==> config.mk <==
export PLATFORM = sky130hd
export DESIGN_NAME = cache_req_front
export DESIGN_NICKNAME = d
export VERILOG_FILES = /design/src/cache_pkg.sv /design/src/cache_req_front.sv
export SDC_FILE = /design/constraint.sdc
export NUM_CORES = 1
export LEC_CHECK = 0
export ABC_AREA = 0
export CAP_MARGIN = 30
export CORE_AREA = 10 10 469 471
export DETAILED_ROUTE_END_ITERATION = 6
export DIE_AREA = 0 0 479 481
export DONT_BUFFER_PORTS = 1
export GPL_ROUTABILITY_DRIVEN = 0
export GPL_TIMING_DRIVEN = 0
export PLACE_DENSITY = 0.3
export SLEW_MARGIN = 25
export SYNTH_ARGS = -nofsm -noshare
export SYNTH_HDL_FRONTEND = slang
export SYNTH_SLANG_ARGS = --single-unit
==> constraint.sdc <==
create_clock -name clk -period 25.2 [get_ports clk]
set_input_delay 3.78 -clock clk [delete_from_list [all_inputs] [get_ports clk]]
set_output_delay 3.78 -clock clk [all_outputs]
set_load 0.02 [all_outputs]
==> src/cache_pkg.sv <==
// Data cache shared definitions
package cache_pkg;

    // ------------------------------------------------------------
    // Line geometry.
    // ------------------------------------------------------------
    localparam int LINE_BYTES  = 64;
    localparam int LINE_W      = LINE_BYTES * 8;
    localparam int LINE_OFF_W  = $clog2(LINE_BYTES);
    localparam int DWORD_W     = 64;
    localparam int DWORD_SEL_W = $clog2(LINE_W / DWORD_W);

    // ------------------------------------------------------------
    // Request encodings.
    // ------------------------------------------------------------
    typedef enum logic [1:0] {
        OP_LOAD   = 2'd0,
        OP_STORE  = 2'd1,
        OP_REFILL = 2'd2
    } cache_op_e;

    // Same codes as the core's store type field.
    typedef enum logic [1:0] {
        SIZE_B = 2'd0,
        SIZE_H = 2'd1,
        SIZE_W = 2'd2,
        SIZE_D = 2'd3
    } store_size_e;

endpackage

==> src/cache_req_front.sv <==
// Cache request front end
`timescale 1ns/1ps

module cache_req_front import cache_pkg::*; #(
    parameter int ADDR_WIDTH = 32,
    parameter int SET_COUNT  = 16,
    localparam int INDEX_W   = $clog2(SET_COUNT),
    localparam int TAG_W     = ADDR_WIDTH - INDEX_W - LINE_OFF_W
) (
    input  logic                   clk,
    input  logic                   arstn,
    input  logic                   i_req,
    input  logic                   i_ack_state,
    input  cache_op_e              i_op,
    input  store_size_e            i_size,
    input  logic [ADDR_WIDTH-1:0]  i_addr,
    input  logic [DWORD_W-1:0]     i_wdata,
    input  logic [LINE_W-1:0]      i_line,
    output logic                   o_go,
    output cache_op_e              o_op,
    output store_size_e            o_size,
    output logic [INDEX_W-1:0]     o_index,
    output logic [TAG_W-1:0]       o_tag,
    output logic [DWORD_SEL_W-1:0] o_dword_sel,
    output logic [2:0]             o_byte_off,
    output logic [DWORD_W-1:0]     o_wdata,
    output logic [LINE_W-1:0]      o_line
);

    logic                  busy_q;
    logic                  capture;
    logic [ADDR_WIDTH-1:0] addr_q;

    // New request only when idle and the previous ack is gone.
    assign capture = i_req && !i_ack_state && !busy_q;

    always_ff @(posedge clk or negedge arstn) begin
        if (!arstn) begin
            busy_q <= 1'b0;
            o_go   <= 1'b0;
        end else begin
            o_go <= capture;
            if (capture) begin
                busy_q <= 1'b1;
            end else if (i_ack_state) begin
                busy_q <= 1'b0;
            end
        end
    end

    always_ff @(posedge clk) begin
        if (capture) begin
            o_op    <= i_op;
            o_size  <= i_size;
            addr_q  <= i_addr;
            o_wdata <= i_wdata;
            o_line  <= i_line;
        end
    end

    // ------------------------------------------------------------
    // Address split.
    // ------------------------------------------------------------
    assign o_tag       = addr_q[ADDR_WIDTH-1 -: TAG_W];
    assign o_index     = addr_q[LINE_OFF_W +: INDEX_W];
    assign o_dword_sel = addr_q[3 +: DWORD_SEL_W];
    assign o_byte_off  = addr_q[2:0];

endmodule

Word-level counts from Yosys, hierarchy flattened:

Index checks and enable logic that the tools add are counted.

* input bits: 616
* logic and storage cells: 14
* register bits after elaboration: 614
* output and inout port bits: 613

* multiplexer cells: 2
* reduce and logical (&&, ||, !) cells: 5

Operators with widths (number)
* 1-bit logical AND: 2
* 1-bit logical NOT: 2
* 1-bit 2-to-1 mux: 2
* 2-bit nonzero test: 1

Depth between registers and ports, before layout:

* word-level depth: 4
* depth in mapped cells: 1
* depth with buffers taken out: 1

Worst setup path after synthesis:

No wires, ideal clock.

* path type: input-to-reg
* start: input i_ack_state
* end: register o_go
* required time: 22.701 ns
* path buffers: 0
* setup slack: -4.062 ns
* library setup time: 2.499 ns
* stages on the path: 1
* arrival time: 26.764 ns
* cell sequence: nor3b_2

* longest elaborated chain between the ends: 3

Ends and longest elaborated chain
* start, declared: RTL line cache_req_front.sv:13 `input logic i_ack_state,`
* 1-bit logical NOT: RTL line cache_req_front.sv:35 `assign capture = i_req && !i_ack_state && !busy_q;`
* 1-bit logical AND (2 in a row): RTL line cache_req_front.sv:35
* end signal, assigned: RTL line cache_req_front.sv:42 `o_go <= capture;`
* end, declared: RTL line cache_req_front.sv:19 `output logic o_go,`

No other way between the ends.
A chain may end at the register's enable or synchronous reset.

Worst setup path in the final report:

* start: input i_ack_state
* end: register o_line[351], enable pin

* longest elaborated chain between the ends: 3

Ends and longest elaborated chain
* 1-bit logical NOT: RTL line cache_req_front.sv:35
* 1-bit logical AND (2 in a row): RTL line cache_req_front.sv:35
* end signal, assigned: RTL line cache_req_front.sv:57 `o_line <= i_line;`
* end, declared: RTL line cache_req_front.sv:27 `output logic [LINE_W-1:0] o_line`

No other way between the ends.

==> summary.txt <==
Status -> complete, no violations
DR WL met3 -> 32000 um
CP required -> 25.61 ns
Total Routed Length -> 134000 um
Crit start category -> input port
Endpoint of the lowest-slack register-to-register path -> o_line[351]$_DFFE_PP_
Crit end category -> register
Flop-to-flop setup slack -> 21.10 ns
Setup repair bufs after CTS -> 0
Instance count on the critical path -> 14
Vias -> 8533
Yosys Warn Count -> 0
Layout cells sized above 1 -> 22.1%
Hold Crit Class -> register to register
Drt first pass iters -> 5
Total global routing overflow -> 0
Crit Path Max Fanout -> 18
Critical path class -> input port to register
Worst hold slack -> 0.583 ns
Worst clock skew -> 0.0288 ns
Clk sinks -> 614
CP max-delay cell -> nor3b_4
Placed instance count -> 3485
Nets -> 1363
Largest net degree at the start of global routing -> 19
Post_cts resized -> 0
Worst R2R Path Depth -> 14
Period utilisation layout -> 26.7%
Final setup fails -> 0
Hold_buf cts -> 0
Die Wd -> 479 um
Mapped cell area -> 18500 um^2
P_leak -> 7.31 nW
P&R area growth vs syn -> 37.2%
Peak supply drop -> 0.0000482 V
Vias in the first global route -> 8063
Fin crit period -> 6.74 ns
RSZ-0062 raised after global routing -> false
Worst Setup EP -> o_line[351]$_DFFE_PP_
Layout fillers -> 23400
Pwr Total -> 0.00249 W
CP arrival -> 7.15 ns
Total negative setup slack -> 0 ns
Worst-path cell chain -> nor3b_4, buf_6, buf_8, buf_6, buf_6, buf_6, buf_6, buf_6, buf_6, buf_6, buf_6, buf_6, buf_6, buf_6
Max-Cap Viols -> 0
Initial antenna violation count -> 218
Yosys cell types -> 4
Routed WL per cell -> 36.6 um
Die Area -> 230000 um^2
Dpl hpwl -> 118000 um
Reg-to-reg startpoint -> busy_q$_DFFE_PN0P_
Die Height -> 481 um
CTS tree -> done
Clock latency on the worst-skew pair -> 0.71 ns
Hold Fails Final Rpt -> 0
Highest metal used -> met5
PD cells -> 98.2 nW/um^2
Most frequent cells in the layout -> edfxtp_1 (612), clkbuf_16 (82), buf_6 (43)
Metal-1 WL -> 38200 um
Clk buf depth -> 3
CTS Buf Count -> 81
Final count of pins violating max slew -> 0
H-tree depth -> 3
CP peak stage delay -> 0.58 ns
GRT Util Overall -> 11.0%
Routed wl met2 -> 58900 um
CORE AREA -> 211000 um^2
Most common cell after layout, fill and taps aside -> edfxtp_1
Mapped Avg Cell Area -> 30.0 um^2
Synthesized Nets -> 1232
Fraction of the yosys area taken by sequential cells -> 99.9%
Clock root buffer -> clkbuf_16
Worst rel slew slack -> 54.3%
Critical path startpoint -> i_ack_state
I/O Pins -> 1229
Fmax -> 148 MHz
DRC Markers -> 0
ANT nets after route -> 0
Tightest Pin Transition -> 0.685 ns
Top cell by count, worst path -> buf_6
FF+latch count, synth -> 614
1st-iter DRT viols -> 540
Final Non-Filler Cells -> 3657
CP delay by family, top -> buffers and inverters
Critical path buffer and inverter count -> 13
Clock slew seen by the registers of the worst setup and hold paths -> 0.06 ns
Synth Instances -> 616
Port Buffers -> 0
Initial Util -> 8.75%
First-pass GRT wire length -> 153000 um
Vias per cell -> 2.33
Row Count -> 169
sequential cells by signal, indices dropped and copies added (netlist names):
register	cells
addr_q	32
o_line	512
busy_q	1
o_size	2
o_op	2
o_wdata	64
o_go	1
cell type report:
type / instances / area (um^2) / area share [%]
Timing Repair Buffer: 48 / 559 / 2.21
Tap cell: 2821 / 3530 / 13.9
Clock inverter: 56 / 623 / 2.46
Sequential cell: 614 / 18400 / 72.8
Multi-Input combinational cell: 2 / 28.8 / 0.114
Antenna cell: 25 / 62.6 / 0.247
Clock buffer: 91 / 2090 / 8.24
stage by stage:
step / setup slack (ns) / cell area [um^2] / util [%]
floorplan: 4.96 / 18500 / -
global placement: -2.63 / 22000 / 10.4
detailed placement: 17.73 / 22500 / 10.7
finish: 18.46 / 25300 / 12.0
CTS: 18.54 / 25300 / 12.0
global route: 18.31 / 25300 / 12.0
cells by family (layout without fill, tap and decap cells):
logic type             Yosys count  after routing  share of synthesized area (%)
DFF                            614            614                           99.9
AOI/OAI and AO/OA                1              1                         0.0543
and+or+nand+nor                  1              1                         0.0678
other                            0             25                              0
buffers and inverters            0            195                              0
how the worst min path moves through the flow:
stage                     slack, ns          startpoint  depth (start not counted)            endpoint
after detailed placement       0.56  busy_q$_DFFE_PN0P_                          1  busy_q$_DFFE_PN0P_
after global placement         0.54  busy_q$_DFFE_PN0P_                          1  busy_q$_DFFE_PN0P_
final                          0.58  busy_q$_DFFE_PN0P_                          1  busy_q$_DFFE_PN0P_
after floorplan                0.52  busy_q$_DFFE_PN0P_                          1  busy_q$_DFFE_PN0P_
after global routing           0.61  busy_q$_DFFE_PN0P_                          1  busy_q$_DFFE_PN0P_
after CTS                      0.58  busy_q$_DFFE_PN0P_                          1  busy_q$_DFFE_PN0P_
synth_stat cells:
cell type / n / area share (%)
o21ba_1: 1 / 0.054
edfxtp_1: 612 / 100
nor3b_2: 1 / 0.068
dfrtp_1: 2 / 0.27
report_power, final:
group          switching, W  internal (W)
sequential        0.0000933       0.00117
clock              0.000502      0.000687
combinational     0.0000213    0.00000808
total              0.000617       0.00187
routing by layer:
layer / global-route usage, % / vias to the layer above
met2: 17.3 / 1247
met3: 12.1 / 455
li1: - / 2861
met5: 0 / -
met1: 9.35 / 3888
met4: 2.74 / 82
Note: power is estimated with default switching activity, not from simulation.
