==> config.mk <==
export PLATFORM = sky130hd
export DESIGN_NAME = cache_way_ram
export DESIGN_NICKNAME = d
export VERILOG_FILES = /design/src/cache_way_ram.sv
export SDC_FILE = /design/constraint.sdc
export NUM_CORES = 1
export LEC_CHECK = 0
export ABC_AREA = 0
export ABC_CLOCK_PERIOD_IN_PS = 2590
export BUFFER_PORTS_ARGS = -buffer_cell sky130_fd_sc_hd__buf_2
export CAP_MARGIN = 20
export CELL_PAD_IN_SITES_DETAIL_PLACEMENT = 1
export CELL_PAD_IN_SITES_GLOBAL_PLACEMENT = 1
export CORE_MARGIN = 2
export CORE_UTILIZATION = 53
export CTS_BUF_LIST = sky130_fd_sc_hd__clkbuf_4 sky130_fd_sc_hd__clkbuf_8
export CTS_CLUSTER_SIZE = 10
export DETAILED_ROUTE_END_ITERATION = 10
export PLACE_DENSITY_LB_ADDON = 0.1
export RECOVER_POWER = 25
export SYNTH_ARGS = -nofsm -noshare
export SYNTH_HDL_FRONTEND = slang
export SYNTH_SLANG_ARGS = --single-unit
export TNS_END_PERCENT = 100
==> constraint.sdc <==
create_clock -name clk -period 2.59 [get_ports clk]
set_input_delay 0.3885 -clock clk [delete_from_list [all_inputs] [get_ports clk]]
set_output_delay 0.3885 -clock clk [all_outputs]
set_load 0.01 [all_outputs]
==> src/cache_way_ram.sv <==
// Set and way storage array
`timescale 1ns/1ps

module cache_way_ram #(
    parameter int  SET_COUNT = 16,
    parameter int  WAY_COUNT = 4,
    parameter type payload_t = logic,
    localparam int INDEX_W   = $clog2(SET_COUNT),
    localparam int WAY_W     = $clog2(WAY_COUNT)
) (
    input  logic               clk,
    input  logic               i_we,
    input  logic [WAY_W-1:0]   i_wr_way,
    input  logic [INDEX_W-1:0] i_index,
    input  payload_t           i_wr_data,
    input  logic [WAY_W-1:0]   i_rd_way,
    output payload_t           o_rd_data,
    output payload_t           o_all_ways [WAY_COUNT]
);

    payload_t mem_q [SET_COUNT][WAY_COUNT];

    always_ff @(posedge clk) begin
        if (i_we) begin
            mem_q[i_index][i_wr_way] <= i_wr_data;
        end
    end

    assign o_rd_data = mem_q[i_index][i_rd_way];

    // Whole set, for parallel compare or victim pick.
    always_comb begin
        for (int w = 0; w < WAY_COUNT; w++) begin
            o_all_ways[w] = mem_q[i_index][w];
        end
    end

endmodule

=== Yosys cells after proc, flatten, opt, wreduce, memory -nomap -nowiden ===
Memories as Yosys holds them, arrays and structs flattened.
Index checks and enable logic that the tools add are counted.
W data, S select, Z words.

* Flip-flop bits (word level): 0
* Bits in writable memories: 64
* Input port bits: 11
* Output and inout bits: 5
* Logic and storage cells: 14
* Memories: 1

* $lt $le $gt $ge: 3
* Muxes and demuxes: 7
* Bitwise operators: 2
* Reductions and logical operators: 1

{| class="wikitable"
|+ Memories
! name !! words !! width !! read ports !! clocked after Yosys merged registers in !! write ports !! RTL line !! text
|-
| mem_q || 16 || 4 || 1 || 0 || 1 || 21 || <nowiki>payload_t mem_q [SET_COUNT][WAY_COUNT];</nowiki>
|}

{| class="wikitable"
|+ Operators by type and width
! cell !! count
|-
| $ge A3 B3 Y1 const B || 2
|-
| $not A2 Y3 || 2
|-
| $mux W1 || 4
|-
| $mux W4 || 1
|-
| $lt A3 B1 Y1 const B || 1
|-
| $bmux W1 S2 || 1
|-
| $demux W1 S2 || 1
|-
| $logic_and A1 B1 Y1 || 1
|}

=== Logic depth before layout (Yosys ltp) ===
Gate-level depths: netlist of the first run.

* Word-level depth: 6
* Depth in mapped cells: 6
* Gate-level depth less buffers: 4

=== Worst setup path before layout of the first run ===
No wires, ideal clock.

* Kind: input -> output
* From: input i_index[0]
* To: output o_rd_data
* Arrival time: 1961 ps
* Data required time: 2202 ps
* Slack: 240 ps
* Stages on the path: 6
* Buffers on the path: 2
* Path through: buf_6 buf_12 mux4_2 a22oi_2 a21oi_1 or4_1

* Longest elaborated chain between the ends: 4

{| class="wikitable"
|+ RTL lines
! item !! RTL line !! text
|-
| start: declaration || 14 || <nowiki>input logic [INDEX_W-1:0] i_index,</nowiki>
|-
| $mem_v2 Z16 W4 || -- ||
|-
| $bmux W1 S2 || 29 || <nowiki>assign o_rd_data = mem_q[i_index][i_rd_way];</nowiki>
|-
| $mux W1 (not written as such) (2 in a row) || 29 ||
|-
| end: declaration || 17 || <nowiki>output payload_t o_rd_data,</nowiki>
|}

No other way between the ends. The select of a mux whose other input is x is not followed.

=== Worst setup path after layout of the first run ===
* From: memory mem_q[11][0] in the netlist's numbering
* To: output o_rd_data

* Longest elaborated chain between the ends: 4

{| class="wikitable"
|+ RTL lines
! item !! RTL line
|-
| start: declaration || 21
|-
| $mem_v2 Z16 W4 || --
|-
| $bmux W1 S2 || 29
|-
| $mux W1 (not written as such) (2 in a row) || 29
|}

No other way between the ends. The select of a mux whose other input is x is not followed.

==> results of run 1 <==
worst max-delay path, stage by stage (launching register included):
cell and delay [ns]:
edfxtp_1 0.36, mux4_2 0.48, a22oi_2 0.27, a21oi_2 0.09, or4_1 0.53, buf_2 0.16
per-stage QoR:
stage	area [um2]	hold slack [ns]	TNS (ns)
floorplan	2900	0.487	0
global placement	3080	1.01	-0.0392
detailed placement	3080	1.02	-0.141
CTS	3320	0.709	-0.0520
global route	3350	0.741	-0.0824
finish	3350	0.738	-0.0183
kinds of logic (layout without fill, tap and decap cells):
group / Yosys count / after routing / share of synthesized area
AND/OR/NAND/NOR: 99 / 99 / 0.142
buffers and inverters: 13 / 44 / 0.0298
multiplexers: 16 / 16 / 0.132
flip-flops: 64 / 64 / 0.664
AO/OA/AOI/OAI: 12 / 12 / 0.0320
layout make-up:
| type | count | area, um2 | area share |
|---|---|---|---|
| flip-flops and latches | 64 | 1920 | 0.574 |
| clock buffers | 10 | 131 | 0.0393 |
| multi-input cells | 127 | 898 | 0.269 |
| well taps | 70 | 87.6 | 0.0262 |
| repair buffers | 28 | 256 | 0.0767 |
| clock inverters | 6 | 50.0 | 0.0150 |
timing repair:
action                                  CTS  global route
endpoints found under the setup margin    1             1
resized for setup                        11             6
buffers inserted                          0             1
pin swaps                                 3             3
cloned                                    1             1
power breakdown:
part           switching (mW)  total (mW)  internal [mW]
Clock                   0.369       0.810          0.441
Combinational           0.111       0.191         0.0799
Sequential            0.00185        1.15           1.15
Total                   0.482        2.15           1.67
Yosys cell counts:
master,count
a211oi_1,1
a21oi_1,3
a22oi_1,6
a22oi_2,2
and2_1,1
buf_12,1
buf_2,2
buf_4,3
buf_6,1
clkbuf_1,6
edfxtp_1,64
mux4_1,6
mux4_2,10
nand2_1,17
nand2b_1,2
nand3_1,5
nand3b_1,2
nor2_1,66
nor2b_1,4
or3b_2,1
or4_1,1
per-layer routing:
layer	global-route usage	wire, um
met4	0.132	114
met2	0.364	3430
met1	0.328	2880
met3	0.0616	390
met5	0	0
worst paths after layout:
kind,slack (ns),cells past startpoint,to
worst max-delay path,-0.02,5,o_rd_data
worst min-delay path,0.74,4,mem_q[0][3]
cell usage in the layout (no fill, tap or decap), types with 2 or more instances in the layout:
cell type and count:
a21oi_1 2, a22oi_2 8, buf_12 3, buf_2 12, buf_4 9, clkbuf_8 9, clkinv_1 4, edfxtp_1 64
mux4_2 16, nand2_1 17, nand2b_1 2, nand3_1 5, nand3b_1 2, nor2_1 66, nor2b_1 4
==> run_results.csv, run 1 <==
group,metric,value,unit
floorplanning,die_height,77.9,um
sta,fin_ws,-0.0183,ns
global_routing,grt_max_degree,65,
finish,final_cells,305,
cts,clockRootBuffer,"clkbuf_8",
cts,clockBufferDepth,2,
floorplanning,io-pin-count,16,
sta,tightest_slew,1.07,ns
sta,rsz0062_at_grt,"yes",
sta,slew_viol_final,0,
synth,synth_fp_nets,215,
detailed_routing,vias,1808,
placed_design,dp.cells,286,
finish,fill_cells,490,
min_path,hold_start,"i_index[2]",
sta,setup_viol,1,
finish,n_antenna_cell,0,
synth,yosys.area.top_type_share,0.664,
detailed_routing,drtIter0Drc,197,
placed_design,hpwl,4.17,mm
finish,top_regs,"mem_q: 64 flops",
min_path,hold_path_class,"input pin to flip-flop",
setup_path,crit_required,2.20,ns
floorplanning,rows,26,
detailed_routing,drt-vias-per-instance,5.93,
global_routing,grt_pass1_vias,1915,
cts,numCtsBuffers,9,
sta,slew_headroom,0.290,
cts,cts_max_level,3,
synth,synth_top_cell_by_area,"edfxtp_1",
cts,cts_tree,"built",
flow_run,drv_cap,0,
placed_design,globalplace.congestion,0.765,
floorplanning,core,0.00520,mm2
power,power_density,642,mW/mm2
finish,largest_register,"mem_q",
detailed_routing,drt-total-wl,6.81,mm
cts,cts.clk_slew.worst_paths,0.07,ns
placed_design,pre_cts_ws,-0.141,ns
global_routing,grt_pass1_wl,10.4,mm
finish,final_core_utilization,0.643,
detailed_routing,drc,0,
power,ir_drop,405,uV
synth,netlist_instances,204,
power,power,2.15,mW
floorplanning,die_width,77.9,um
synth,ys_seq_area_frac,0.664,
sta,fmaxAchievable,0.383,GHz
synth,synth_area,0.00290,mm2
synth,synthDistinctLibCells,21,
detailed_routing,routedWlPerCell,22.3,um
finish,drive_gt1_frac,0.281,
setup_path,crit_type,"flip-flop to output pin",
detailed_routing,firstDrtPassIters,4,
cts,postCtsHoldBufs,0,
setup_path,start_kind,"flip-flop",
global_routing,globalRouteOverflowTotal,0,
status,violations,"negative setup slack",
sta,finalHoldViolCount,0,
synth,yosys_warnings,0,
status,status,"complete, but fails checks",
detailed_routing,drtAntennaViolNets,0,
synth,avgSynthCellArea,14.2,um2
setup_path,end_kind,"output pin",
global_routing,antenna_found_initial,0,
global_routing,grt_use_total,0.243,
floorplanning,start_util,0.556,
synth,ys_ff_latch,64,
sta,min_period,2.61,ns
setup_path,cp.arrival,2.22,ns
setup_path,cp-startpoint,"mem_q[11][0]",
synth,yosys-top-cells-area,"edfxtp_1 (66%), nor2_1 (8.6%), mux4_2 (7.8%), mux4_1 (5.4%), nand2_1 (2.2%)",
finish,nets,241,
floorplanning,die_area,0.00607,mm2
setup_path,crit_fanout,2,
finish,syn_to_final_growth,15.6,%
sta,period_share,1.01,
power,power_leakage,1.07,nW
placed_design,io_buffers,15,
finish,largest_register_ffs,64,
cts,cts.sinks,64,
Power figures use the tool's default switching activity.
==> inputs of run 2 (changes only) <==
--- a/config.mk
+++ b/config.mk
@@ -16,7 +16,7 @@
 export CTS_BUF_LIST = sky130_fd_sc_hd__clkbuf_4 sky130_fd_sc_hd__clkbuf_8
 export CTS_CLUSTER_SIZE = 10
 export DETAILED_ROUTE_END_ITERATION = 10
-export PLACE_DENSITY_LB_ADDON = 0.1
+export PLACE_DENSITY = 0.85
 export RECOVER_POWER = 25
 export SYNTH_ARGS = -nofsm -noshare
 export SYNTH_HDL_FRONTEND = slang
==> run_results.csv, run 2 (synthesis gave the netlist of run 1 again) <==
group,metric,value,unit
power,p_seq_frac,0.556,
global_routing,grt_pass1_wl,11.5,mm
min_path,hold_path_class,"input pin to flip-flop",
global_routing,antenna_found_initial,0,
status,status,"complete, but fails checks",
setup_path,crit_fanout,2,
finish,syn_to_final_growth,12.7,%
sta,setup_viol,1,
floorplanning,die_height,77.9,um
global_routing,grt_use_met3,0.0535,
detailed_routing,drc,0,
placed_design,globalplace.congestion,0.855,
detailed_routing,drt-total-wl,7.51,mm
power,switchingPower,0.493,mW
finish,largest_register_ffs,64,
global_routing,grt_use_total,0.263,
finish,final_common_cell,"nor2_1",
setup_path,crit_required,2.20,ns
status,violations,"negative setup slack",
global_routing,grt_max_degree,65,
floorplanning,io-pin-count,16,
power,power_density,633,mW/mm2
cts,postCtsHoldBufs,0,
setup_path,end_kind,"output pin",
detailed_routing,routedWlPerCell,24.8,um
sta,hold_ws,0.760,ns
sta,rsz0062_at_grt,"yes",
finish,largest_register,"mem_q",
sta,slew_headroom,0.276,
power,internal_power,1.57,mW
sta,finalSetupTns,-0.148,ns
flow_run,drv_cap,0,
cts,clockRootBuffer,"clkbuf_8",
power,power_leakage,1.04,nW
placed_design,hpwl,4.77,mm
setup_path,crit_type,"flip-flop to output pin",
setup_path,cp.arrival,2.35,ns
detailed_routing,drtIter0Drc,269,
detailed_routing,drtAntennaViolNets,0,
finish,final_cell_mix,"nor2_1 (66), edfxtp_1 (64), nand2_1 (17)",
power,power,2.07,mW
cts,cts_tree,"built",
sta,fin_ws,-0.148,ns
floorplanning,start_util,0.556,
detailed_routing,drt-vias-per-instance,6.20,
power,ir_drop,338,uV
power,swShare,0.238,
power,clock_power_share,0.356,
global_routing,top_usage_layer,"met2",
cts,numCtsBuffers,9,
cts,cts_max_level,3,
finish,n_antenna_cell,0,
floorplanning,rows,26,
finish,nets,239,
finish,top_regs,"mem_q: 64 flops",
setup_path,start_kind,"flip-flop",
sta,slew_viol_final,0,
sta,min_period,2.74,ns
global_routing,grt_use_met1,0.352,
global_routing,grt_pass1_vias,1956,
sta,fmaxAchievable,0.365,GHz
finish,drive_gt1_frac,0.270,
detailed_routing,firstDrtPassIters,4,
global_routing,use_met2,0.432,
placed_design,pre_cts_ws,-0.250,ns
power,comb_power_share,0.088,
cts,cts.clk_slew.worst_paths,0.07,ns
cts,cts.sinks,64,
floorplanning,core,0.00520,mm2
cts,clockBufferDepth,2,
global_routing,globalRouteOverflowTotal,0,
floorplanning,die_area,0.00607,mm2
detailed_routing,vias,1879,
floorplanning,die_width,77.9,um
sta,period_share,1.06,
sta,tightest_slew,1.09,ns
placed_design,io_buffers,15,
sta,finalHoldViolCount,0,
-- run 2: changes by cell type in the layout (fill, tap and decap cells not counted), sizes merged --
cell | previous run | this run
buf | 26 | 23
clkbuf | 12 | 14
bufinv | 1 | 0
-- run 2: per-layer routing --
metal,share of wire,vias to the layer above
li1,-,804
met3,0.056,21
met4,0.024,0
met1,0.40,972
met2,0.52,82
met5,0,-
-- run 2: final timing paths --
check	slack, ns	endpoint	cells after the start	from
max	-0.15	o_rd_data	5	mem_q[11][0]
min	0.76	mem_q[3][3]	3	i_index[1]
-- run 2: critical path, cell delays in order (launching register included) --
cell and delay [ns]:
edfxtp_1 0.41, mux4_2 0.53, a22oi_2 0.26, a21oi_2 0.09, or4_1 0.55, buf_2 0.16
-- run 2: what timing repair did --
| action | in CTS | in global routing |
|---|---|---|
| pin swaps | 1 | 2 |
| endpoints found under the setup margin | 1 | 1 |
| gates resized for setup | 5 | 6 |
| setup buffers | 1 | 4 |
-- run 2: through the flow --
stage	area, um2	instances	util
global placement	3040	282	0.584
finish	3260	303	0.627
global route	3260	303	0.627
floorplan	2900	204	-
CTS	3220	299	0.618
detailed placement	3040	282	0.584
-- run 2: final cells by class --
type                    instances  area (um2)
clock buffers                  11         139
clock inverters                 5        23.8
fillers                       517        1940
multi-input cells             127         905
flip-flops and latches         64        1920
well taps                      70        87.6
repair buffers                 26         188
-- run 2: power groups by stage --
stage	clock network [mW]	registers [mW]	logic (mW)
detailed placement	0	1.17	0.162
global placement	0	1.17	0.149
finish	0.736	1.15	0.182
global route	0.778	1.15	0.193
CTS	0.741	1.15	0.168
floorplan	0	1.17	0.0956
