`config.mk`:
```
export PLATFORM = sky130hd
export DESIGN_NAME = cache_store_merge
export DESIGN_NICKNAME = d
export VERILOG_FILES = /design/src/cache_pkg.sv /design/src/cache_store_merge.sv
export SDC_FILE = /design/constraint.sdc
export NUM_CORES = 1
export LEC_CHECK = 0
export ABC_AREA = 1
export ABC_CLOCK_PERIOD_IN_PS = 3100
export BUFFER_PORTS_ARGS = -buffer_cell sky130_fd_sc_hd__buf_2
export CORE_AREA = 8 8 422 424
export DETAILED_ROUTE_END_ITERATION = 10
export DIE_AREA = 0 0 430 432
export PLACE_DENSITY = 0.3
export SYNTH_ARGS = -nofsm -noshare
export SYNTH_HDL_FRONTEND = slang
export SYNTH_SLANG_ARGS = --single-unit
```
`constraint.sdc`:
```
create_clock -name vclk -period 3.1
set_input_delay 0.155 -clock vclk [all_inputs]
set_output_delay 0.155 -clock vclk [all_outputs]
set_load 0.01 [all_outputs]
```
`src/cache_pkg.sv`:
```
// Data cache shared definitions
package cache_pkg;

    // ------------------------------------------------------------
    // Line geometry.
    // ------------------------------------------------------------
    localparam int LINE_BYTES  = 64;
    localparam int LINE_W      = LINE_BYTES * 8;
    localparam int LINE_OFF_W  = $clog2(LINE_BYTES);
    localparam int DWORD_W     = 64;
    localparam int DWORD_SEL_W = $clog2(LINE_W / DWORD_W);

    // ------------------------------------------------------------
    // Request encodings.
    // ------------------------------------------------------------
    typedef enum logic [1:0] {
        OP_LOAD   = 2'd0,
        OP_STORE  = 2'd1,
        OP_REFILL = 2'd2
    } cache_op_e;

    // Same codes as the core's store type field.
    typedef enum logic [1:0] {
        SIZE_B = 2'd0,
        SIZE_H = 2'd1,
        SIZE_W = 2'd2,
        SIZE_D = 2'd3
    } store_size_e;

endpackage

```
`src/cache_store_merge.sv`:
```
// Store data line merge
`timescale 1ns/1ps

module cache_store_merge import cache_pkg::*; (
    input  logic [LINE_W-1:0]      i_line,
    input  logic [DWORD_W-1:0]     i_wdata,
    input  store_size_e            i_size,
    input  logic [DWORD_SEL_W-1:0] i_dword_sel,
    input  logic [2:0]             i_byte_off,
    output logic [LINE_W-1:0]      o_line
);

    logic [LINE_OFF_W-1:0] line_off;
    logic [7:0]            size_mask;
    logic [LINE_BYTES-1:0] lane_mask;
    logic [LINE_W-1:0]     lane_data;

    assign line_off = {i_dword_sel, i_byte_off};

    always_comb begin
        case (i_size)
            SIZE_B:  size_mask = 8'h01;
            SIZE_H:  size_mask = 8'h03;
            SIZE_W:  size_mask = 8'h0f;
            default: size_mask = 8'hff;
        endcase
    end

    // Move mask and data onto the addressed byte lanes.
    assign lane_mask = LINE_BYTES'(size_mask) << line_off;
    assign lane_data = LINE_W'(i_wdata) << {line_off, 3'b000};

    always_comb begin
        for (int b = 0; b < LINE_BYTES; b++) begin
            if (lane_mask[b]) begin
                o_line[b*8 +: 8] = lane_data[b*8 +: 8];
            end else begin
                o_line[b*8 +: 8] = i_line[b*8 +: 8];
            end
        end
    end

endmodule

```
After elaboration in Yosys (flattened, before gate mapping). Index checks and enable logic that the tools add are counted.

Logic and storage cells: 70. Register bits: 0. Bits of input ports: 584.

Equal/unequal tests: 2. Muxes and demuxes: 65. Reductions and logical operators: 1. Shifts and indexed selects: 2.

Operator list (count): $mux W8 (64); $shl A64 B9 Y512 (1); $shl A8 B6 Y64 (1); $pmux W8 S3 (1); $eq A2 B1 Y1 const B (1); $eq A2 B2 Y1 const B (1); $logic_not A2 Y1 (1).

Depth between registers and ports, before layout. Gate-level depths: netlist of the first run.

Depth after elaboration: 4. Depth in mapped cells: 13.

Worst setup path before layout of the first run. OpenSTA, ideal clock, no wires.

Path kind: input to output. Start: in i_dword_sel[1]. End: out o_line[13]. Cell stages on the path: 8. Required time: 2.945 ns. Slack: 1.517 ns. Arrival: 1.428 ns. Cells stage by stage: buf_4 -> nor2_4 -> inv_1 -> buf_4 -> nor2_4 -> buf_2 -> nor2_1 -> a21oi_1.

Word-level cells in the longest chain between the ends: 2.

Ends and longest elaborated chain: start, declared (line cache_store_merge.sv:8) `input logic [DWORD_SEL_W-1:0] i_dword_sel,`; $shl A64 B9 Y512 or $shl A8 B6 Y64 (tied branches) (line cache_store_merge.sv:31, cache_store_merge.sv:30); $mux W8 * (line cache_store_merge.sv:35) `if (lane_mask[b]) begin`; end, declared (line cache_store_merge.sv:10) `output logic [LINE_W-1:0] o_line`.

Mark *: on every way between the ends. The rest lies on a longest branch, timed or not.

Final worst setup path of the first run.
Start: in i_byte_off[0]. End: out o_line[100].

Word-level cells in the longest chain between the ends: 2.

Ends and longest elaborated chain: start, declared (line cache_store_merge.sv:9) `input logic [2:0] i_byte_off,`; $shl A64 B9 Y512 or $shl A8 B6 Y64 (tied branches) (line cache_store_merge.sv:31, cache_store_merge.sv:30); $mux W8 * (line cache_store_merge.sv:35).

Marks and branches as above.

==> metrics.yaml, run 1 <==
final_layout:
  fillerInstances: 20669
  finalNetCount: 4442
  layout-drive-gt1-share_pct: 34.7
  ff_latch_area_um2: 0
  clkbuf_count: 0
  multi_input_area_um2: 11300
  area_growth_pct: 68.5
  seq_cells: 0
timing:
  fin_crit_sh_pct: 97.6
  slew_viol_final: 0
  tns_ns: 0
  setup_violations: 0
  worstMarginPinSlew_ns: 0.955
  fin_crit_ns: 3.03
  hold_viol_final: 0
  rsz0062_at_grt: "no"
  fmax_mhz: 331
  relSlewSlack_pct: 36.3
detailed_routing:
  drt-initial-drc-count: 2224
  drt_pass1_iterations: 8
  vias_per_cell: 3.93
  drt-total-wl_mm: 177
  wl_per_cell_um: 29.0
  vias: 23980
  drc_errors: 0
  postRouteAntennaNets: 0
global_route:
  grt_max_degree: 85
  grt_pass1_vias: 23220
  antenna_found_initial: 81
  grt.overflow.total: 0
  track_usage_pct: 17.6
  grt_pass1_wl_mm: 226
setup_path:
  cp-start-kind: "primary input"
  worstPathArrival_ns: 2.87
  max_stage_delay_ns: 0.54
  path_max_fanout: 18
  cp_slowest_cell: "o21ai_1"
  crit_type: "in2out"
  end_kind: "output port"
  crit_family: "simple AND/OR/NAND/NOR gates"
  timing.critical_path.mode_cell: "nand2_1"
  critPathBufInv: 5
  required_ns: 2.94
  crit_chain: "buf_2 -> inv_2 -> buf_4 -> nand2_1 -> nand3_1 -> nand3_1 -> nand2_1 -> inv_1 -> o21ai_1 -> nand2_1 -> nand2_1 -> buf_2"
logic_synthesis:
  synth_area_um2: 12400
  synthCells: 2818
  synth-seq-area-share_pct: 0
  synth_area_leaders: "nand2_1 (50%), nand3_1 (11%), nand4_1 (5.0%), o21ai_0 (4.6%), nor2_1 (3.9%)"
  yosys-top-cells-count: "nand2_1 (1663), nand3_1 (274), nor2_1 (128)"
  yosys.area.top_type: "nand2_1"
  synth_nets: 3402
  synth_top_area_share_pct: 50.4
  ys_types: 34
  synth_warnings: 0
  post-synth-top-count-cell: "nand2_1"
  syn_avg_cell_area_um2: 4.40
run_status:
  status: "completed"
die:
  pin_count: 1096
  core_area_um2: 171000
  rows: 152
  die_h_um: 432
  die_w_um: 430
  start_util_pct: 7.25
  die-area_um2: 186000
placed_design:
  hpwlAfterDp_mm: 159
  io_buffers: 1096
  place.gp.congestion: 0.938
hold_path:
  hold_path.class: "in2out"
  holdCritStartpoint: "i_line[243]"
  whs_endpoint: "o_line[243]"
  hold_depth: 4
power_and_ir_drop:
  p_leak_nw: 11.5
  power.total_w: 0.00393
  p_int_w: 0.00116
  pwr-share-seq_pct: 0
  pwr-share-clk_pct: 0
  p_sw_w: 0.00277
  swShare_pct: 70.4
  ir_drop_v: 0.0000536
  p_per_area_nw_per_um2: 188
  combPwrFrac_pct: 100.0
clock_network:
  postCtsSetupRepairBufs: 0
  cts_hold_buf: 0
  cts_resized: 0
job:
  cap_violations: 0
## layer usage
metal | track usage (%) | wire [µm] | up-vias
met3 | 3.72 | 11900 | 186
met1 | 22.6 | 75500 | 11479
met2 | 31.3 | 86500 | 1074
met4 | 2.01 | 3390 | 10
li1 | - | - | 11231
met5 | 0 | 64 | -
## power by group through the flow
stage	sequential (W)	combinational [W]	clock, W
after floorplan	0	0.00167	0
after global placement	0	0.00396	0
after detailed placement	0	0.00394	0
after CTS	0	0.00396	0
after global routing	0	0.00419	0.000000000260
final	0	0.00393	0.000000000693
## per-stage QoR
step	setup WS, ns	std cells	hold slack [ns]	area, µm²	util (%)
4_1_cts	0.102	6089	0.592	20800	12.2
3_3_place_gp	0.0896	6089	0.591	20800	12.2
6_report	0.0749	6108	0.592	20900	12.2
3_5_place_dp	0.0979	6089	0.591	20800	12.2
2_1_floorplan	1.52	2818	0.428	12400	-
5_1_grt	0.0374	6095	0.602	20900	12.2
## worst max path at each step
stage	startpoint	cells past startpoint	endpoint
3_5_place_dp	i_byte_off[0]	12	o_line[100]
6_report	i_byte_off[0]	12	o_line[100]
5_1_grt	i_byte_off[0]	12	o_line[100]
3_3_place_gp	i_byte_off[0]	9	o_line[122]
2_1_floorplan	i_dword_sel[1]	8	o_line[13]
4_1_cts	i_byte_off[0]	12	o_line[100]
## final cells by class
class / instances / share of cell area, %
Timing Repair Buffer: 1192 / 30.6
Multi-Input combinational cell: 2571 / 54.1
Tap cell: 2233 / 13.4
Antenna cell: 19 / 0.228
Inverter: 93 / 1.73
## kinds of logic after synthesis
| group | count (synthesis) | synth area share, % |
|---|---|---|
| and+or+nand+nor | 2257 | 76.7 |
| AOI/OAI and AO/OA | 314 | 14.3 |
| buffers and inverters | 247 | 8.90 |
## cells in the final DEF, fill, tap and decap left out
cell	Yosys	final
nor4_1	7	7
nor2_4	25	26
buf_6	5	1
nor2_2	5	4
nor2_8	1	1
or2_2	2	2
o21ai_0	115	115
buf_4	16	88
inv_2	50	48
nand3_1	274	274
nor2_1	128	128
o31ai_1	16	16
nand3_4	4	4
or2_1	1	1
inv_4	0	2
a31oi_1	14	14
nand2_2	21	22
nand2_4	1	1
nand3_2	7	7
a21oi_2	2	2
o21ai_2	20	20
buf_12	0	13
and2_1	7	7
nand4_2	2	2
inv_8	0	1
a21oi_1	48	48
o21ai_4	3	3
diode_2	0	19
o21a_1	7	7
inv_1	43	42
o21ai_1	88	88
nor3_1	9	9
buf_2	63	1090
nand4_1	100	100
o22ai_4	1	1
nand2_1	1663	1662
(Power assumes the default switching activity.)
==> run 2, diff against run 1 <==
- BUFFER_PORTS_ARGS: -buffer_cell sky130_fd_sc_hd__buf_2 -> not set
- CORE_AREA: 8 8 422 424 -> 8 8 416 418
- DIE_AREA: 0 0 430 432 -> 0 0 424 426
- DONT_BUFFER_PORTS: not set -> 1
==> metrics.yaml, run 2 (synthesized netlist as in run 1, its figures left out) <==
run_status:
  status: "completed"  # unchanged
placed_design:
  io_buffers: 0  # was 1096
  place.gp.congestion: 0.993  # was 0.938
  hpwlAfterDp_mm: 154  # was 159 mm
hold_path:
  holdCritStartpoint: "i_line[223]"  # was i_line[243]
  whs_endpoint: "o_line[223]"  # was o_line[243]
  hold_path.class: "in2out"  # unchanged
  hold_depth: 2  # was 4
timing:
  fmax_mhz: 333  # was 331 MHz
  rsz0062_at_grt: "no"  # unchanged
  fin_crit_ns: 3.00  # was 3.03 ns
  hold_viol_final: 0  # unchanged
  tns_ns: 0  # unchanged
  fin_crit_sh_pct: 96.9  # was 97.6%
  setup_violations: 0  # unchanged
  worstMarginPinSlew_ns: 1.11  # was 0.955 ns
  slew_viol_final: 0  # unchanged
  relSlewSlack_pct: 25.1  # was 36.3%
die:
  core_area_um2: 166000  # was 171000 µm²
  start_util_pct: 7.45  # was 7.25%
  die-area_um2: 181000  # was 186000 µm²
  die_w_um: 424  # was 430 µm
  rows: 150  # was 152
  die_h_um: 426  # was 432 µm
  pin_count: 1096  # unchanged
global_route:
  antenna_found_initial: 43  # was 81
  grt_max_degree: 123  # was 85
  grt.overflow.total: 0  # unchanged
  grt_pass1_vias: 19496  # was 23220
  grt_pass1_wl_mm: 216  # was 226 mm
  track_usage_pct: 17.8  # was 17.6%
detailed_routing:
  drc_errors: 0  # unchanged
  vias_per_cell: 4.12  # was 3.93
  drt-initial-drc-count: 2212  # was 2224
  drt-total-wl_mm: 175  # was 177 mm
  drt_pass1_iterations: 6  # was 8
  wl_per_cell_um: 34.4  # was 29.0 µm
  postRouteAntennaNets: 0  # unchanged
  vias: 20980  # was 23980
clock_network:
  cts_hold_buf: 0  # unchanged
  postCtsSetupRepairBufs: 0  # unchanged
  cts_resized: 0  # unchanged
final_layout:
  seq_cells: 0  # unchanged
  layout-drive-gt1-share_pct: 11.3  # was 34.7%
  area_growth_pct: 29.9  # was 68.5%
  mostFrequentLayoutCells: "nand2_1 (1662), nand3_1 (274), buf_4 (154), nor2_1 (128), o21ai_0 (115)"  # was nand2_1 (1662), buf_2 (1090), nand3_1 (274), nor2_1 (128), o21ai_0 (115)
  layout_commonest_cell: "nand2_1"  # unchanged
  finalNetCount: 3425  # was 4442
  clkbuf_count: 0  # unchanged
  ff_latch_area_um2: 0  # unchanged
  finish.utilization_pct: 9.68  # was 12.2%
  multi_input_area_um2: 11300  # unchanged
  fillerInstances: 20144  # was 20669
power_and_ir_drop:
  p_leak_nw: 7.52  # was 11.5 nW
  ir_drop_v: 0.0000526  # was 0.0000536 V
  power.total_w: 0.00307  # was 0.00393 W
  p_per_area_nw_per_um2: 190  # was 188 nW/µm²
setup_path:
  path_max_fanout: 83  # was 18
  timing.critical_path.mode_cell: "nand2_1"  # unchanged
  cp.depth: 9  # was 12
  required_ns: 2.94  # about the same
  crit_type: "in2out"  # unchanged
  crit_family: "simple AND/OR/NAND/NOR gates"  # unchanged
  critPathBufInv: 2  # was 5
  cp_slowest_cell: "inv_2"  # was o21ai_1
  cp-start-kind: "primary input"  # unchanged
  end_kind: "output port"  # unchanged
  max_stage_delay_ns: 0.65  # was 0.54 ns
  worstPathArrival_ns: 2.85  # was 2.87 ns
  crit_chain: "inv_2 -> nand2_1 -> nand3_1 -> nand3_1 -> nand2_1 -> inv_1 -> o21ai_1 -> nand2_1 -> nand2_1"  # was buf_2 -> inv_2 -> buf_4 -> nand2_1 -> nand3_1 -> nand3_1 -> nand2_1 -> inv_1 -> o21ai_1 -> nand2_1 -> nand2_1 -> buf_2
job:
  cap_violations: 0  # unchanged
==> run 2: cell types whose count changed in the layout (fill, tap and decap cells not counted), sizes merged <==
cell / delta
clkinv: +1
buf: -1017
diode: +26
inv: -1
==> run 2: per-stage QoR <==
stage	std cells	area, µm²	hold slack (ns)	setup WS [ns]
2_1_floorplan	2818	12400	0.428	1.52
3_3_place_gp	5043	16000	0.441	0.0739
3_5_place_dp	5043	16000	0.441	0.175
4_1_cts	5043	16000	0.441	0.172
5_1_grt	5072	16100	0.448	0.0139
6_report	5088	16100	0.437	0.0953
==> run 2: how the worst max path moves through the flow <==
| stage | from | endpoint | slack (ns) |
|---|---|---|---|
| after global placement | i_byte_off[0] | o_line[25] | 0.07 |
| after global routing | i_byte_off[0] | o_line[25] | 0.01 |
| after CTS | i_byte_off[0] | o_line[25] | 0.17 |
| after detailed placement | i_byte_off[0] | o_line[25] | 0.17 |
| final | i_byte_off[0] | o_line[484] | 0.1 |
| after floorplan | i_dword_sel[1] | o_line[13] | 1.52 |
==> run 2: area by class of cell <==
| type | count | area share, % |
|---|---|---|
| Multi-Input combinational cell | 2571 | 70.2 |
| Tap cell | 2204 | 17.1 |
| Timing Repair Buffer | 175 | 9.79 |
| Inverter | 93 | 2.24 |
| Antenna cell | 45 | 0.699 |
==> run 2: power by group <==
group          switching, W   internal [W]
combinational       0.00238       0.000686
clock                     0  0.00000000205
sequential                0              0
==> run 2: layer usage <==
layer / vias to the layer above / GRT usage (%) / wire length (µm)
met5: - / 0 / 29
met4: 6 / 3.83 / 4420
met3: 168 / 4.43 / 13400
met2: 1190 / 30.4 / 83800
met1: 10391 / 22.6 / 73200
li1: 9225 / - / -
==> run 3, diff against run 2 <==
- CORE_AREA: 8 8 416 418 -> 2 2 422 424
==> metrics.yaml, run 3 (synthesized netlist as in run 1, its figures left out) <==
run_status:
  status: "completed"  # unchanged
detailed_routing:
  drt-total-wl_mm: 181  # was 175 mm
  vias: 20738  # was 20980
  wl_per_cell_um: 34.6  # was 34.4 µm
  postRouteAntennaNets: 0  # unchanged
  drc_errors: 0  # unchanged
  vias_per_cell: 3.97  # was 4.12
  drt-initial-drc-count: 2111  # was 2212
  drt_pass1_iterations: 6  # unchanged
clock_network:
  postCtsSetupRepairBufs: 0  # unchanged
  cts_resized: 0  # unchanged
  cts_hold_buf: 0  # unchanged
die:
  pin_count: 1096  # unchanged
  start_util_pct: 7.05  # was 7.45%
  die_h_um: 426  # unchanged
  core_area_um2: 176000  # was 166000 µm²
  rows: 154  # was 150
  die_w_um: 424  # unchanged
  die-area_um2: 181000  # unchanged
hold_path:
  hold_path.class: "in2out"  # unchanged
  hold_depth: 2  # unchanged
final_layout:
  seq_cells: 0  # unchanged
  layout_commonest_cell: "nand2_1"  # unchanged
  ff_latch_area_um2: 0  # unchanged
  finalNetCount: 3441  # was 3425
  area_growth_pct: 33.2  # was 29.9%
  layout-drive-gt1-share_pct: 11.8  # was 11.3%
  mostFrequentLayoutCells: "nand2_1 (1662), nand3_1 (274), buf_4 (158), nor2_1 (128), o21ai_0 (115)"  # was nand2_1 (1662), nand3_1 (274), buf_4 (154), nor2_1 (128), o21ai_0 (115)
  stdcell_count: 5226  # was 5088
  clkbuf_count: 0  # unchanged
setup_path:
  end_kind: "output port"  # unchanged
  cp-start-kind: "primary input"  # unchanged
  worstPathArrival_ns: 2.67  # was 2.85 ns
  required_ns: 2.94  # about the same
  crit_type: "in2out"  # unchanged
  path_max_fanout: 122  # was 83
global_route:
  grt_pass1_vias: 19247  # was 19496
  antenna_found_initial: 48  # was 43
  track_usage_pct: 18.7  # was 17.8%
  grt.overflow.total: 0  # unchanged
  grt_max_degree: 123  # unchanged
  grt_pass1_wl_mm: 220  # was 216 mm
power_and_ir_drop:
  pwr-share-clk_pct: 0  # about the same
  combPwrFrac_pct: 100.0  # about the same
  p_leak_nw: 7.64  # was 7.52 nW
  pwr-share-seq_pct: 0  # about the same
  ir_drop_v: 0.0000454  # was 0.0000526 V
  swShare_pct: 77.1  # was 77.6%
  p_sw_w: 0.00247  # was 0.00238 W
  p_int_w: 0.000731  # was 0.000686 W
  p_per_area_nw_per_um2: 194  # was 190 nW/µm²
timing:
  rsz0062_at_grt: "no"  # unchanged
  worstMarginPinSlew_ns: 0.987  # was 1.11 ns
  tns_ns: 0  # unchanged
  setup_violations: 0  # unchanged
  fmax_mhz: 354  # was 333 MHz
  hold_slack_ns: 0.435  # was 0.437 ns
  fin_crit_ns: 2.83  # was 3.00 ns
  slew_viol_final: 0  # unchanged
  fin_crit_sh_pct: 91.1  # was 96.9%
  hold_viol_final: 0  # unchanged
  relSlewSlack_pct: 33.7  # was 25.1%
placed_design:
  dp_cells: 5195  # was 5043
  place.gp.congestion: 1.01  # was 0.993
  hpwlAfterDp_mm: 161  # was 154 mm
  io_buffers: 0  # unchanged
job:
  cap_violations: 0  # unchanged
run 3: cell types whose count changed in the layout (fill, tap and decap cells not counted):
cell	previous run	this run
buf_12	21	33
diode_2	45	31
buf_4	154	158
run 3: power by group through the flow:
stage               Combinational, W  Sequential [W]       Clock (W)
floorplan                    0.00167               0               0
global placement             0.00321               0               0
detailed placement           0.00318               0               0
CTS                          0.00319               0               0
global route                 0.00337               0  0.000000000907
finish                       0.00320               0  0.000000000958
run 3: layout make-up:
| cell class | instances | area, µm² |
|---|---|---|
| Tap cell | 2340 | 2930 |
| Timing Repair Buffer | 191 | 1850 |
| Inverter | 93 | 360 |
| Fill cell | 21231 | 159000 |
| Antenna cell | 31 | 77.6 |
| Multi-Input combinational cell | 2571 | 11300 |
run 3: path summary, 6_finish.rpt:
check / to / start / slack, ns
min: o_line[240] / i_line[240] / 0.44
max: o_line[14] / i_byte_off[2] / 0.27
run 3: per-layer routing:
metal  vias up  GRT usage [%]  wire (µm)
met5         -              0        114
met4        18           4.56       5050
met3       178           4.99      14400
met2      1176           32.2      88000
met1     10135           23.0      73500
li1       9231              -          -
run 3: worst max-delay path, cell delays in order:
cell and delay [ns]:
inv_4 0.37, buf_4 0.36, nand4_1 0.13, buf_4 0.17, nor2_4 0.44, nor2_1 0.24, a21oi_1 0.43, buf_4 0.21
run 3: through the flow:
| stage | setup WS [ns] | power [W] | utilization (%) | area, µm² |
|---|---|---|---|---|
| floorplan | 1.52 | 0.00167 | - | 12400 |
| global placement | 0.226 | 0.00321 | 9.35 | 16400 |
| detailed placement | 0.314 | 0.00318 | 9.35 | 16400 |
| CTS | 0.296 | 0.00319 | 9.35 | 16400 |
| global route | 0.171 | 0.00337 | 9.38 | 16500 |
| finish | 0.275 | 0.00320 | 9.39 | 16500 |
